$ cat config.mk
export PLATFORM = sky130hd
export DESIGN_NAME = spi_reg_top
export DESIGN_NICKNAME = d
export VERILOG_FILES = /design/src/spi_reg_pkg.sv /design/src/spi_input_sync.sv /design/src/spi_frame_port.sv /design/src/spi_wb_bridge.sv /design/src/wb_reg_bank.sv /design/src/spi_reg_top.sv
export SDC_FILE = /design/constraint.sdc
export NUM_CORES = 1
export LEC_CHECK = 0
export ABC_CLOCK_PERIOD_IN_PS = 2550
export BUFFER_PORTS_ARGS = -buffer_cell sky130_fd_sc_hd__buf_4
export CELL_PAD_IN_SITES_DETAIL_PLACEMENT = 0
export CELL_PAD_IN_SITES_GLOBAL_PLACEMENT = 1
export CORE_ASPECT_RATIO = 1.2
export CORE_MARGIN = 1.5
export CORE_UTILIZATION = 50
export DETAILED_ROUTE_END_ITERATION = 16
export PLACE_DENSITY_LB_ADDON = 0.3
export SLEW_MARGIN = 20
export SYNTH_ARGS = -nofsm -noshare
export SYNTH_HDL_FRONTEND = slang
export SYNTH_SLANG_ARGS = --single-unit
$ cat constraint.sdc
create_clock -name clock -period 2.55 [get_ports clock]
set_input_delay 0.51 -clock clock [delete_from_list [all_inputs] [get_ports clock]]
set_output_delay 0.51 -clock clock [all_outputs]
set_load 0.1 [all_outputs]
$ cat src/spi_reg_pkg.sv
// shared constants for the spi register peripheral
// command codes for the 8-bit command byte
// field widths of the 56-bit frame
// size of the wishbone register bank

package spi_reg_pkg;

	// frame layout, msb first
	// command byte
	localparam int cmd_width = 8;
	// register address
	localparam int addr_width = 16;
	// data word, also the wishbone data width
	localparam int data_width = 32;

	// 1 command + 2 address + 4 data bytes
	localparam int frame_bytes = 7;

	// command codes
	// the whole byte is compared, no sub-fields
	// register write, data phase carries the word
	localparam logic [cmd_width-1:0] cmd_write = 8'h01;
	// register read, word returned on miso in the data phase
	localparam logic [cmd_width-1:0] cmd_read = 8'h02;

	// register bank
	// words in the bank
	localparam int reg_count = 16;
	// low address bits that pick a word
	localparam int reg_index_width = 4;

	// anything above these bits set means out of range
	// reg_count must equal 2**reg_index_width

endpackage

$ cat src/spi_input_sync.sv
// spi pin synchroniser
// shift registers for sck, ssel and mosi into the clock domain
// edge pulses for sck, select level and frame start pulse

module spi_input_sync (
	input  logic clock,
	input  logic rst,
	input  logic sck,
	input  logic ssel,
	input  logic mosi,
	output logic sck_rise,
	output logic sck_fall,
	output logic sel_active,
	output logic sel_start,
	output logic mosi_bit
);

	// stage 0 is the newest sample
	logic [2:0] sck_r;
	logic [2:0] sel_r;
	logic [1:0] mosi_r;

	always_ff @(posedge clock) begin
		if (rst) begin
			sck_r <= '0;
			// ssel idles high, so no frame right after reset
			sel_r <= '1;
			mosi_r <= '0;
		end else begin
			sck_r <= {sck_r[1:0], sck};
			sel_r <= {sel_r[1:0], ssel};
			mosi_r <= {mosi_r[0], mosi};
		end
	end

	// edges from the two older stages only
	assign sck_rise = (sck_r[2:1] == 2'b01);
	assign sck_fall = (sck_r[2:1] == 2'b10);
	// ssel is active low
	assign sel_active = ~sel_r[1];
	// falling ssel opens a frame
	assign sel_start = (sel_r[2:1] == 2'b10);
	// lines up with the sck stage used for the edges
	assign mosi_bit = mosi_r[1];

endmodule

$ cat src/spi_frame_port.sv
// spi mode 0 frame receiver and transmitter
// bit and byte counters, cleared while ssel is high
// command, address and write data field assembly
// addr_done and frame_done pulses for the bus bridge
// 32-bit miso shifter loaded with read data at the data phase

module spi_frame_port (
	input  logic clock,
	input  logic rst,
	input  logic sck,
	input  logic ssel,
	input  logic mosi,
	input  logic [spi_reg_pkg::data_width-1:0] read_data,
	output logic miso,
	output logic [spi_reg_pkg::cmd_width-1:0] command,
	output logic [spi_reg_pkg::addr_width-1:0] address,
	output logic [spi_reg_pkg::data_width-1:0] write_data,
	output logic addr_done,
	output logic frame_done
);

	logic sck_rise;
	logic sck_fall;
	logic sel_active;
	logic sel_start;
	logic mosi_bit;

	// counts 0 to 8, 8 means a byte is waiting to be steered
	logic [3:0] bit_count;
	// counts 0 to frame_bytes and then stops
	logic [2:0] byte_count;
	logic [spi_reg_pkg::cmd_width-1:0] rx_byte;
	logic [spi_reg_pkg::data_width-1:0] tx_shift;
	logic byte_done;
	logic tx_load;

	spi_input_sync sync0 (
		.clock(clock),
		.rst(rst),
		.sck(sck),
		.ssel(ssel),
		.mosi(mosi),
		.sck_rise(sck_rise),
		.sck_fall(sck_fall),
		.sel_active(sel_active),
		.sel_start(sel_start),
		.mosi_bit(mosi_bit)
	);

	// one clock after the eighth rising edge
	assign byte_done = sel_active && !sck_rise && (bit_count == 4'd8);

	// counters and the two strobes
	always_ff @(posedge clock) begin
		addr_done <= 1'b0;
		frame_done <= 1'b0;
		if (rst || !sel_active) begin
			// aborted frame ends here, no frame_done
			bit_count <= '0;
			byte_count <= '0;
		end else if (sck_rise) begin
			bit_count <= bit_count + 4'd1;
		end else if (byte_done) begin
			bit_count <= '0;
			// extra bytes past the frame are dropped
			if (byte_count != 3'(spi_reg_pkg::frame_bytes)) begin
				byte_count <= byte_count + 3'd1;
			end
			// third byte ends the address
			addr_done <= (byte_count == 3'd2);
			// last data byte
			frame_done <= (byte_count == 3'(spi_reg_pkg::frame_bytes - 1));
		end
	end

	// msb first, so shift left
	always_ff @(posedge clock) begin
		if (sel_active && sck_rise) begin
			rx_byte <= {rx_byte[spi_reg_pkg::cmd_width-2:0], mosi_bit};
		end
	end

	// command decides whether a bus cycle starts
	always_ff @(posedge clock) begin
		if (rst) begin
			command <= '0;
		end else if (byte_done && byte_count == 3'd0) begin
			command <= rx_byte;
		end
	end

	// address and data fields, held until the next frame
	always_ff @(posedge clock) begin
		if (byte_done) begin
			case (byte_count)
				3'd1: address[15:8] <= rx_byte;
				3'd2: address[7:0] <= rx_byte;
				3'd3: write_data[31:24] <= rx_byte;
				3'd4: write_data[23:16] <= rx_byte;
				3'd5: write_data[15:8] <= rx_byte;
				3'd6: write_data[7:0] <= rx_byte;
				default: ;
			endcase
		end
	end

	// start of the data phase
	// held for the whole sck low time, so late read data still lands
	assign tx_load = (byte_count == 3'd3) && (bit_count == 4'd0);

	always_ff @(posedge clock) begin
		if (rst || sel_start) begin
			tx_shift <= '0;
		end else if (sel_active) begin
			if (tx_load) begin
				// load wins over the falling edge after the last address bit
				tx_shift <= read_data;
			end else if (sck_fall) begin
				tx_shift <= {tx_shift[spi_reg_pkg::data_width-2:0], 1'b0};
			end
		end
	end

	// single peripheral, miso always driven
	assign miso = tx_shift[spi_reg_pkg::data_width-1];

endmodule

$ cat src/spi_wb_bridge.sv
// spi frame to wishbone classic master
// command decode against the read and write codes
// idle, strobe and wait-for-ack sequence
// read data capture on the ack of a read

module spi_wb_bridge (
	input  logic clock,
	input  logic rst,
	input  logic [spi_reg_pkg::cmd_width-1:0] command,
	input  logic [spi_reg_pkg::addr_width-1:0] address,
	input  logic [spi_reg_pkg::data_width-1:0] write_data,
	input  logic addr_done,
	input  logic frame_done,
	input  logic wb_ack,
	input  logic [spi_reg_pkg::data_width-1:0] wb_dat_r,
	output logic wb_cyc,
	output logic wb_stb,
	output logic wb_we,
	output logic [spi_reg_pkg::addr_width-1:0] wb_adr,
	output logic [spi_reg_pkg::data_width-1:0] wb_dat_w,
	output logic [spi_reg_pkg::data_width-1:0] read_data
);

	// 0 idle, 1 first strobe cycle, 2 waiting for ack
	logic [1:0] phase;
	logic start_read;
	logic start_write;

	// reads go out as soon as the address is in
	assign start_read = addr_done && (command == spi_reg_pkg::cmd_read);
	// writes need the whole data word
	assign start_write = frame_done && (command == spi_reg_pkg::cmd_write);

	always_ff @(posedge clock) begin
		if (rst) begin
			phase <= 2'd0;
			wb_cyc <= 1'b0;
			wb_stb <= 1'b0;
			wb_we <= 1'b0;
		end else begin
			case (phase)
				2'd0: begin
					// trigger while busy is simply lost
					if (start_read || start_write) begin
						wb_cyc <= 1'b1;
						wb_stb <= 1'b1;
						wb_we <= start_write;
						phase <= 2'd1;
					end
				end
				default: begin
					// hold cyc and stb until the slave answers
					if (wb_ack) begin
						wb_cyc <= 1'b0;
						wb_stb <= 1'b0;
						phase <= 2'd0;
					end else begin
						phase <= 2'd2;
					end
				end
			endcase
		end
	end

	// bus address and data, latched with the start of a cycle
	always_ff @(posedge clock) begin
		if (phase == 2'd0 && (start_read || start_write)) begin
			wb_adr <= address;
			wb_dat_w <= write_data;
		end
	end

	// kept until the next read, the miso shifter picks it up
	always_ff @(posedge clock) begin
		if (phase != 2'd0 && wb_ack && !wb_we) begin
			read_data <= wb_dat_r;
		end
	end

endmodule

$ cat src/wb_reg_bank.sv
// wishbone classic slave with 16 registers of 32 bits
// one-clock ack for every cycle, any address
// out of range addresses write nothing and read zero

module wb_reg_bank (
	input  logic clock,
	input  logic rst,
	input  logic wb_cyc,
	input  logic wb_stb,
	input  logic wb_we,
	input  logic [spi_reg_pkg::addr_width-1:0] wb_adr,
	input  logic [spi_reg_pkg::data_width-1:0] wb_dat_w,
	output logic wb_ack,
	output logic [spi_reg_pkg::data_width-1:0] wb_dat_r
);

	logic [spi_reg_pkg::data_width-1:0] regs [spi_reg_pkg::reg_count];
	logic [spi_reg_pkg::reg_index_width-1:0] index;
	logic in_range;
	logic accept;

	assign index = wb_adr[spi_reg_pkg::reg_index_width-1:0];
	// all upper address bits must be zero
	assign in_range = (wb_adr[spi_reg_pkg::addr_width-1:spi_reg_pkg::reg_index_width] == '0);
	// new strobe, not the cycle we already acked
	assign accept = wb_cyc && wb_stb && !wb_ack;

	// ack is a single clock pulse
	always_ff @(posedge clock) begin
		if (rst) begin
			wb_ack <= 1'b0;
		end else begin
			wb_ack <= accept;
		end
	end

	always_ff @(posedge clock) begin
		if (rst) begin
			for (int i = 0; i < spi_reg_pkg::reg_count; i++) begin
				regs[i] <= '0;
			end
		end else if (accept && wb_we && in_range) begin
			regs[index] <= wb_dat_w;
		end
	end

	// read word presented together with ack
	always_ff @(posedge clock) begin
		if (accept) begin
			wb_dat_r <= in_range ? regs[index] : '0;
		end
	end

endmodule

$ cat src/spi_reg_top.sv
// spi register peripheral top level
// spi frame port, wishbone bridge and register bank

module spi_reg_top (
	input  logic clock,
	input  logic rst,
	input  logic sck,
	input  logic ssel,
	input  logic mosi,
	output logic miso
);

	// frame port to bridge
	logic [spi_reg_pkg::cmd_width-1:0] command;
	logic [spi_reg_pkg::addr_width-1:0] address;
	logic [spi_reg_pkg::data_width-1:0] write_data;
	logic addr_done;
	logic frame_done;
	// bridge back to frame port
	logic [spi_reg_pkg::data_width-1:0] read_data;

	// wishbone classic between bridge and bank
	logic wb_cyc;
	logic wb_stb;
	logic wb_we;
	logic [spi_reg_pkg::addr_width-1:0] wb_adr;
	logic [spi_reg_pkg::data_width-1:0] wb_dat_w;
	logic wb_ack;
	logic [spi_reg_pkg::data_width-1:0] wb_dat_r;

	spi_frame_port port0 (
		.clock(clock),
		.rst(rst),
		.sck(sck),
		.ssel(ssel),
		.mosi(mosi),
		.read_data(read_data),
		.miso(miso),
		.command(command),
		.address(address),
		.write_data(write_data),
		.addr_done(addr_done),
		.frame_done(frame_done)
	);

	spi_wb_bridge bridge0 (
		.clock(clock),
		.rst(rst),
		.command(command),
		.address(address),
		.write_data(write_data),
		.addr_done(addr_done),
		.frame_done(frame_done),
		.wb_ack(wb_ack),
		.wb_dat_r(wb_dat_r),
		.wb_cyc(wb_cyc),
		.wb_stb(wb_stb),
		.wb_we(wb_we),
		.wb_adr(wb_adr),
		.wb_dat_w(wb_dat_w),
		.read_data(read_data)
	);

	wb_reg_bank bank0 (
		.clock(clock),
		.rst(rst),
		.wb_cyc(wb_cyc),
		.wb_stb(wb_stb),
		.wb_we(wb_we),
		.wb_adr(wb_adr),
		.wb_dat_w(wb_dat_w),
		.wb_ack(wb_ack),
		.wb_dat_r(wb_dat_r)
	);

endmodule

; Word level (Yosys, flattened, before mapping)
; Memories as Yosys holds them, arrays and structs flattened. A register that Yosys moved wholly into a read port is not among the register bits.
; Index checks and enable logic that the tools add are counted.
[word_totals]
regBits = 198
mem_bits_rw = 512
input_bits = 5
out_inout_bits = 1
word_cells = 101
memories = 1
[memory_table]
columns = memory, depth, width, read_ports, rd_ports_with_merged_regs, wr, line_no
row1 = bank0.regs, 16, 32, 1, 1, 16, wb_reg_bank.sv:17  ; logic [spi_reg_pkg::data_width-1:0] regs [spi_reg_pkg::reg_count];
[op_classes]
add_sub_neg = 2
n_eq_ne = 14
muxes = 18
n_bitwise = 3
n_reduce_logical = 40
[op_table]
columns = op, count
row1 = $mux W32, 3
row2 = $reduce_or A32 Y1, 1
row3 = $reduce_and A2 Y1, 9
row4 = $logic_and A1 B1 Y1, 13
row5 = $logic_not A12 Y1, 1
row6 = $mux W4, 3
row7 = $eq A3 B3 Y1 const B, 3
row8 = $mux W1, 9
row9 = $eq A8 B1 Y1 const B, 1
row10 = $eq A8 B2 Y1 const B, 1
row11 = $reduce_bool A2 Y1, 4
row12 = $eq A3 B2 Y1 const B, 2
row13 = $mux W2, 3
row14 = $add A4 B1 Y4 const B, 1
row15 = $eq A2 B2 Y1 const B, 2
row16 = $eq A4 B4 Y1 const B, 1
row17 = $logic_not A1 Y1, 4
row18 = $logic_not A4 Y1, 1
row19 = $add A3 B1 Y3 const B, 1
row20 = $eq A3 B1 Y1 const B, 1
row21 = $logic_not A3 Y1, 1
row22 = $logic_or A1 B1 Y1, 3
row23 = $ne A3 B3 Y1 const B, 1
row24 = $not A1 Y1, 3
row25 = other kinds (5), 5

; Depth between registers and ports, before layout
[logic_depth]
depth_word = 9
depth_mapped = 8
ltp_nobuf = 6

; Hierarchy
; A second synthesis with hierarchy kept.
[hier_totals]
hier_cells = 2189
hier_area_um2 = 32922.8
[modules_own_cells]
columns = module, n_inst, cells_each, area_each_um2, seq_area_each_um2
row1 = wb_reg_bank, 1, 1694, 25745.9, 16355.7
row2 = spi_frame_port, 1, 375, 4324.1, 2662.6
row3 = spi_wb_bridge, 1, 100, 2620.0, 2482.4
row4 = spi_input_sync, 1, 20, 232.7, 160.2

; Worst setup path after synthesis
; No wires, ideal clock.
[synth_timing]
path_type = flip-flop to flip-flop
from = register port0.command[6] (netlist name)
to = register bridge0.wb_adr[0] (netlist name), enable pin
setup_ns = 0.402
arrival_time_ns = 2.312
t_required_ns = 2.148
slack_ns = -0.165
path_stages_with_launch = 5
path_cell_list = dfxtp_1 or4_1 nor4_1 o21ai_0 inv_1
[synth_via]
elab_chain_len = 4
elab_cells_between_ends = 6
classes_between = eq/ne: 2 / reduce/logical: 4
[synth_rtl]
columns = element, line_no
row1 = start: declaration, spi_frame_port.sv:15  ; output logic [spi_reg_pkg::cmd_width-1:0] command,
row2 = start signal: assignment, spi_frame_port.sv:88  ; command <= rx_byte;
row3 = $eq A8 B2 Y1 / $eq A8 B1 Y1 (equally long branches), "spi_wb_bridge.sv:30, spi_wb_bridge.sv:32"
row4 = $logic_and A1 B1 Y1 (on tied branches), "spi_wb_bridge.sv:30, spi_wb_bridge.sv:32"
row5 = $logic_or A1 B1 Y1 (*), spi_wb_bridge.sv:67  ; if (phase == 2'd0 && (start_read || start_write)) begin
row6 = $logic_and A1 B1 Y1 (*), spi_wb_bridge.sv:67
row7 = end signal: assignment, spi_wb_bridge.sv:68  ; wb_adr <= address;
row8 = end: declaration, spi_wb_bridge.sv:19  ; output logic [spi_reg_pkg::addr_width-1:0] wb_adr,
; Mark *: on every way between the ends. The rest lies on a longest branch, timed or not.
; A chain may end at the register's enable or synchronous reset.

; Worst setup path in the final report
[layout_timing]
from = register port0.command[6] (netlist name)
to = register bridge0.wb_dat_w[29] (netlist name), enable pin
[layout_via]
elab_chain_len = 4
elab_cells_between_ends = 6
classes_between = eq/ne: 2 / reduce/logical: 4
[layout_rtl]
columns = element, line_no
row1 = $eq A8 B2 Y1 / $eq A8 B1 Y1 (equally long branches), "spi_wb_bridge.sv:30, spi_wb_bridge.sv:32"
row2 = $logic_and A1 B1 Y1 (on tied branches), "spi_wb_bridge.sv:30, spi_wb_bridge.sv:32"
row3 = $logic_or A1 B1 Y1 (*), spi_wb_bridge.sv:67
row4 = $logic_and A1 B1 Y1 (*), spi_wb_bridge.sv:67
row5 = end signal: assignment, spi_wb_bridge.sv:69  ; wb_dat_w <= write_data;
row6 = end: declaration, spi_wb_bridge.sv:20  ; output logic [spi_reg_pkg::data_width-1:0] wb_dat_w,
; Marked as above.

==> impl_results.md <==
* Status: finished clean
* Tightest Pin Transition at 0.701 ns
* Worst EP arrival at 2.57 ns
* Syn avg cell area at 16.4 µm²
* Share of layout cells above drive strength 1 at 0.193
* DR WL/cell at 25.4 µm
* Number of clock sinks at about 740
* Top_reg_cell synth: edfxtp_1
* CP peak stage delay at between 0.5 and 0.6 ns
* Yosys warns at 0
* Seq cells post-synth at 742
* Count of non-filler cells in the finished layout at roughly 2,800
* Area growth syn-to-layout at 11.6%
* FMAX at 437 MHz
* Fill count at 4,781
* Unrepaired setup endpoints after global routing: no
* # Post-CTS Setup Buffers at 0
* All-layer global routing usage at 0.228
* Worst r2r src: port0.command[6]
* Setup crit start kind: flop
* Final slew viol count at 0
* TritonCTS clock tree: built
* Grt ovf at 0
* Tmin final at 2.29 ns
* Post-route ant nets at 0
* Worst min path class: in2reg
* Fin. Hold Viols at 0
* Setup Skew at 0.0236 ns
* Required time worst endpoint at 2.83 ns
* Syn Std Cell Area at 31,300 µm²
* Clock network power share at 0.430
* DRC Markers at 0
* Rel. slew slack at 0.533
* Sw frac at 0.201
* Crit. End Element: flop
* Reg power frac at 0.549
* P_leak at 12.5 nW
* CP startpoint: port0.command[6]
* Top-Level Pins at 6
* Post-synth EDFFs at 680
* Asr flop ratio synth at 0
* Setup Crit Path Kind: reg2reg
* Combinational group share of total power at 0.021
* CTS max path bufs at 3
* Vias/cell at around 5.7
* Footprint of the multi-input gates at 8800 µm²
* Final #Nets at 1,937
* Area of the core at 61,900 µm²
* Final setup fails at 0
* Final core occ at 0.563
* Post-synth cell types at 47
* # rows at 100
* Top post-synthesis cells by area: edfxtp_1, and2_1, mux4_2, dfxtp_1, mux2i_1
* Die area at 64,000 µm²
* ANT cells at 0
* Slowest CP cell: or4_1
* First-pass GRT wire length at between 100,000 and 150,000 µm
* Initial antenna violation count at 3
* Sequential cell area fraction in the yosys report at 0.693
* CP Cell Sequence: or4_1 -> nor4_1 -> o21ai_0 -> clkinvlp_4 -> buf_12
* DR iter-0 viols at approximately 1,500
* Post-Synthesis Cells at 1,912
* Root Driver: clkbuf_16
* Initial Util at 0.505
* Vert. Die Dim at ~280 µm
* Final TNS setup at 0 ns
* CTS clock-pin slew for the worst setup and hold paths at ~0.06 ns
* Post-placement cell count at 2,665
* Psw at 4.97 mW
* Final GP Congestion at 0.778
* Worst-Skew Late Latency at ~0.61 ns
* Yosys top cell by area: edfxtp_1
* Post-synth top area share at 0.653
* DRT Wirelength at 71,000 µm
* Register area at 21,700 µm²
* Overall power at 24.7 mW
* H-Tree Depth at 3
* Post-CTS sizing at 0
* Crit share post-route at 0.898
* Critical Path Fanout Max at 48
* Largest net degree at the start of global routing at 64
* CTS Buf Count at 73
* VDD IR max at 0.000588 V
* Max Cap Violations at 0
* Pwr Density at 707 nW/µm²
* Hold-fix buffers, CTS at 0
* Worst hold slack at 0.0787 ns
* Die width at 231 µm
* Mapped Nets at 1,925
* 1st-pass router iterations at 5
* Via count at 16,000
* Post-DP HPWL at around 43,000 µm
* Vias in the first global route at 16,700
* IO buf count at 5
* Min-delay src: ssel
* P_int at between 15 and 20 mW
-- flip-flops by register name, summed over array words and instances (netlist names), 3 cells and up --
register	cells
bank0.regs	512
bank0.wb_dat_r	32
bridge0.read_data	32
bridge0.wb_dat_w	32
port0.tx_shift	32
port0.write_data	32
bridge0.wb_adr	16
port0.address	16
port0.command	8
port0.rx_byte	8
port0.bit_count	4
port0.byte_count	3
port0.sync0.sck_r	3
port0.sync0.sel_r	3
-- cell type report --
cell class,instances,area share
inverters,9,0.00108
well taps,816,0.0293
multi-input cells,1013,0.252
clock buffers,86,0.0565
flip-flops and latches,742,0.621
repair buffers,85,0.0298
clock inverters,47,0.0105
-- final timing paths --
kind                           endpoint  slack [ns]  cells past startpoint
setup / recovery   bridge0.wb_dat_w[29]        0.26                      5
hold / removal     port0.sync0.sel_r[0]        0.08                      2
setup reg to reg   bridge0.wb_dat_w[29]        0.26                      5
hold reg to reg   bridge0.read_data[14]        0.40                      0
-- synthesized netlist by cell type (3+ instances only) --
cell type and n:
nand2_1 76, buf_6 30, clkbuf_1 84, nor3_4 10, and3_1 7, nand2b_1 4, ha_1 8, and2_2 11
buf_1 9, nand4_1 4, a21oi_1 4, nor4_4 3, nand3_1 9, nor2_1 51, a311oi_1 31, o21ai_0 3
nor3_2 6, buf_2 24, inv_1 8, o22ai_1 32, and2_1 501, mux2i_1 74, or2_2 20, edfxtp_1 680
dfxtp_1 62, mux4_2 128, nor2b_1 10
-- worst max-delay path, delay by kind of cell (launching register included) --
kind / cells / cell delay [ns]
flip-flops: 1 / 0.31
AND/OR/NAND/NOR: 2 / 0.90
AO/OA/AOI/OAI: 1 / 0.31
buffers and inverters: 2 / 0.42
-- stage by stage --
| stage | setup WS [ns] | instance area (µm²) |
|---|---|---|
| final | 0.260 | 34900 |
| after global placement | 0.268 | 32600 |
| after detailed placement | 0.277 | 32600 |
| after floorplan | 0.188 | 31300 |
| after CTS | 0.276 | 34900 |
| after global routing | 0.138 | 34900 |
-- power groups by stage --
stage,logic (mW),registers [mW],clock network [mW]
6_report,0.520,13.6,10.6
5_1_grt,0.547,13.6,11.2
3_5_place_dp,0.526,13.8,0
3_3_place_gp,0.522,13.8,0
2_1_floorplan,0.281,13.8,0
4_1_cts,0.527,13.6,10.8
-- cells by family after synthesis --
group                    Yosys count  synth area share
flip-flops                       742             0.693
multiplexers                     203             0.116
XOR/XNOR                           2          0.000560
AO/OA/AOI/OAI                     74            0.0172
AND/OR/NAND/NOR                  726             0.142
adder cells (fa/ha/maj)            8           0.00320
buffers and inverters            157            0.0275
-- routing by layer --
layer / track usage / wire, µm
met1: 0.301 / 28600
met2: 0.386 / 36000
met3: 0.0346 / 4430
met4: 0.0752 / 1960
met5: 0 / 0
-- cells in the final DEF, fill, tap and decap left out, types with 6 or more instances in the layout --
| cell | count |
|---|---|
| edfxtp_1 | 680 |
| and2_1 | 501 |
| mux4_2 | 128 |
| clkbuf_16 | 77 |
| nand2_1 | 76 |
| mux2i_1 | 74 |
| dfxtp_1 | 62 |
| buf_4 | 53 |
| nor2_1 | 50 |
| o22ai_1 | 32 |
| buf_12 | 32 |
| a311oi_1 | 31 |
| or2_2 | 20 |
| clkinv_2 | 19 |
| clkinv_1 | 16 |
| nor3_4 | 16 |
| and2_2 | 11 |
| nor2b_1 | 10 |
| nand3_1 | 9 |
| ha_1 | 8 |
| clkbuf_1 | 8 |
| inv_1 | 7 |
| clkinvlp_4 | 6 |
| and3_1 | 6 |
(Power assumes the default switching activity.)
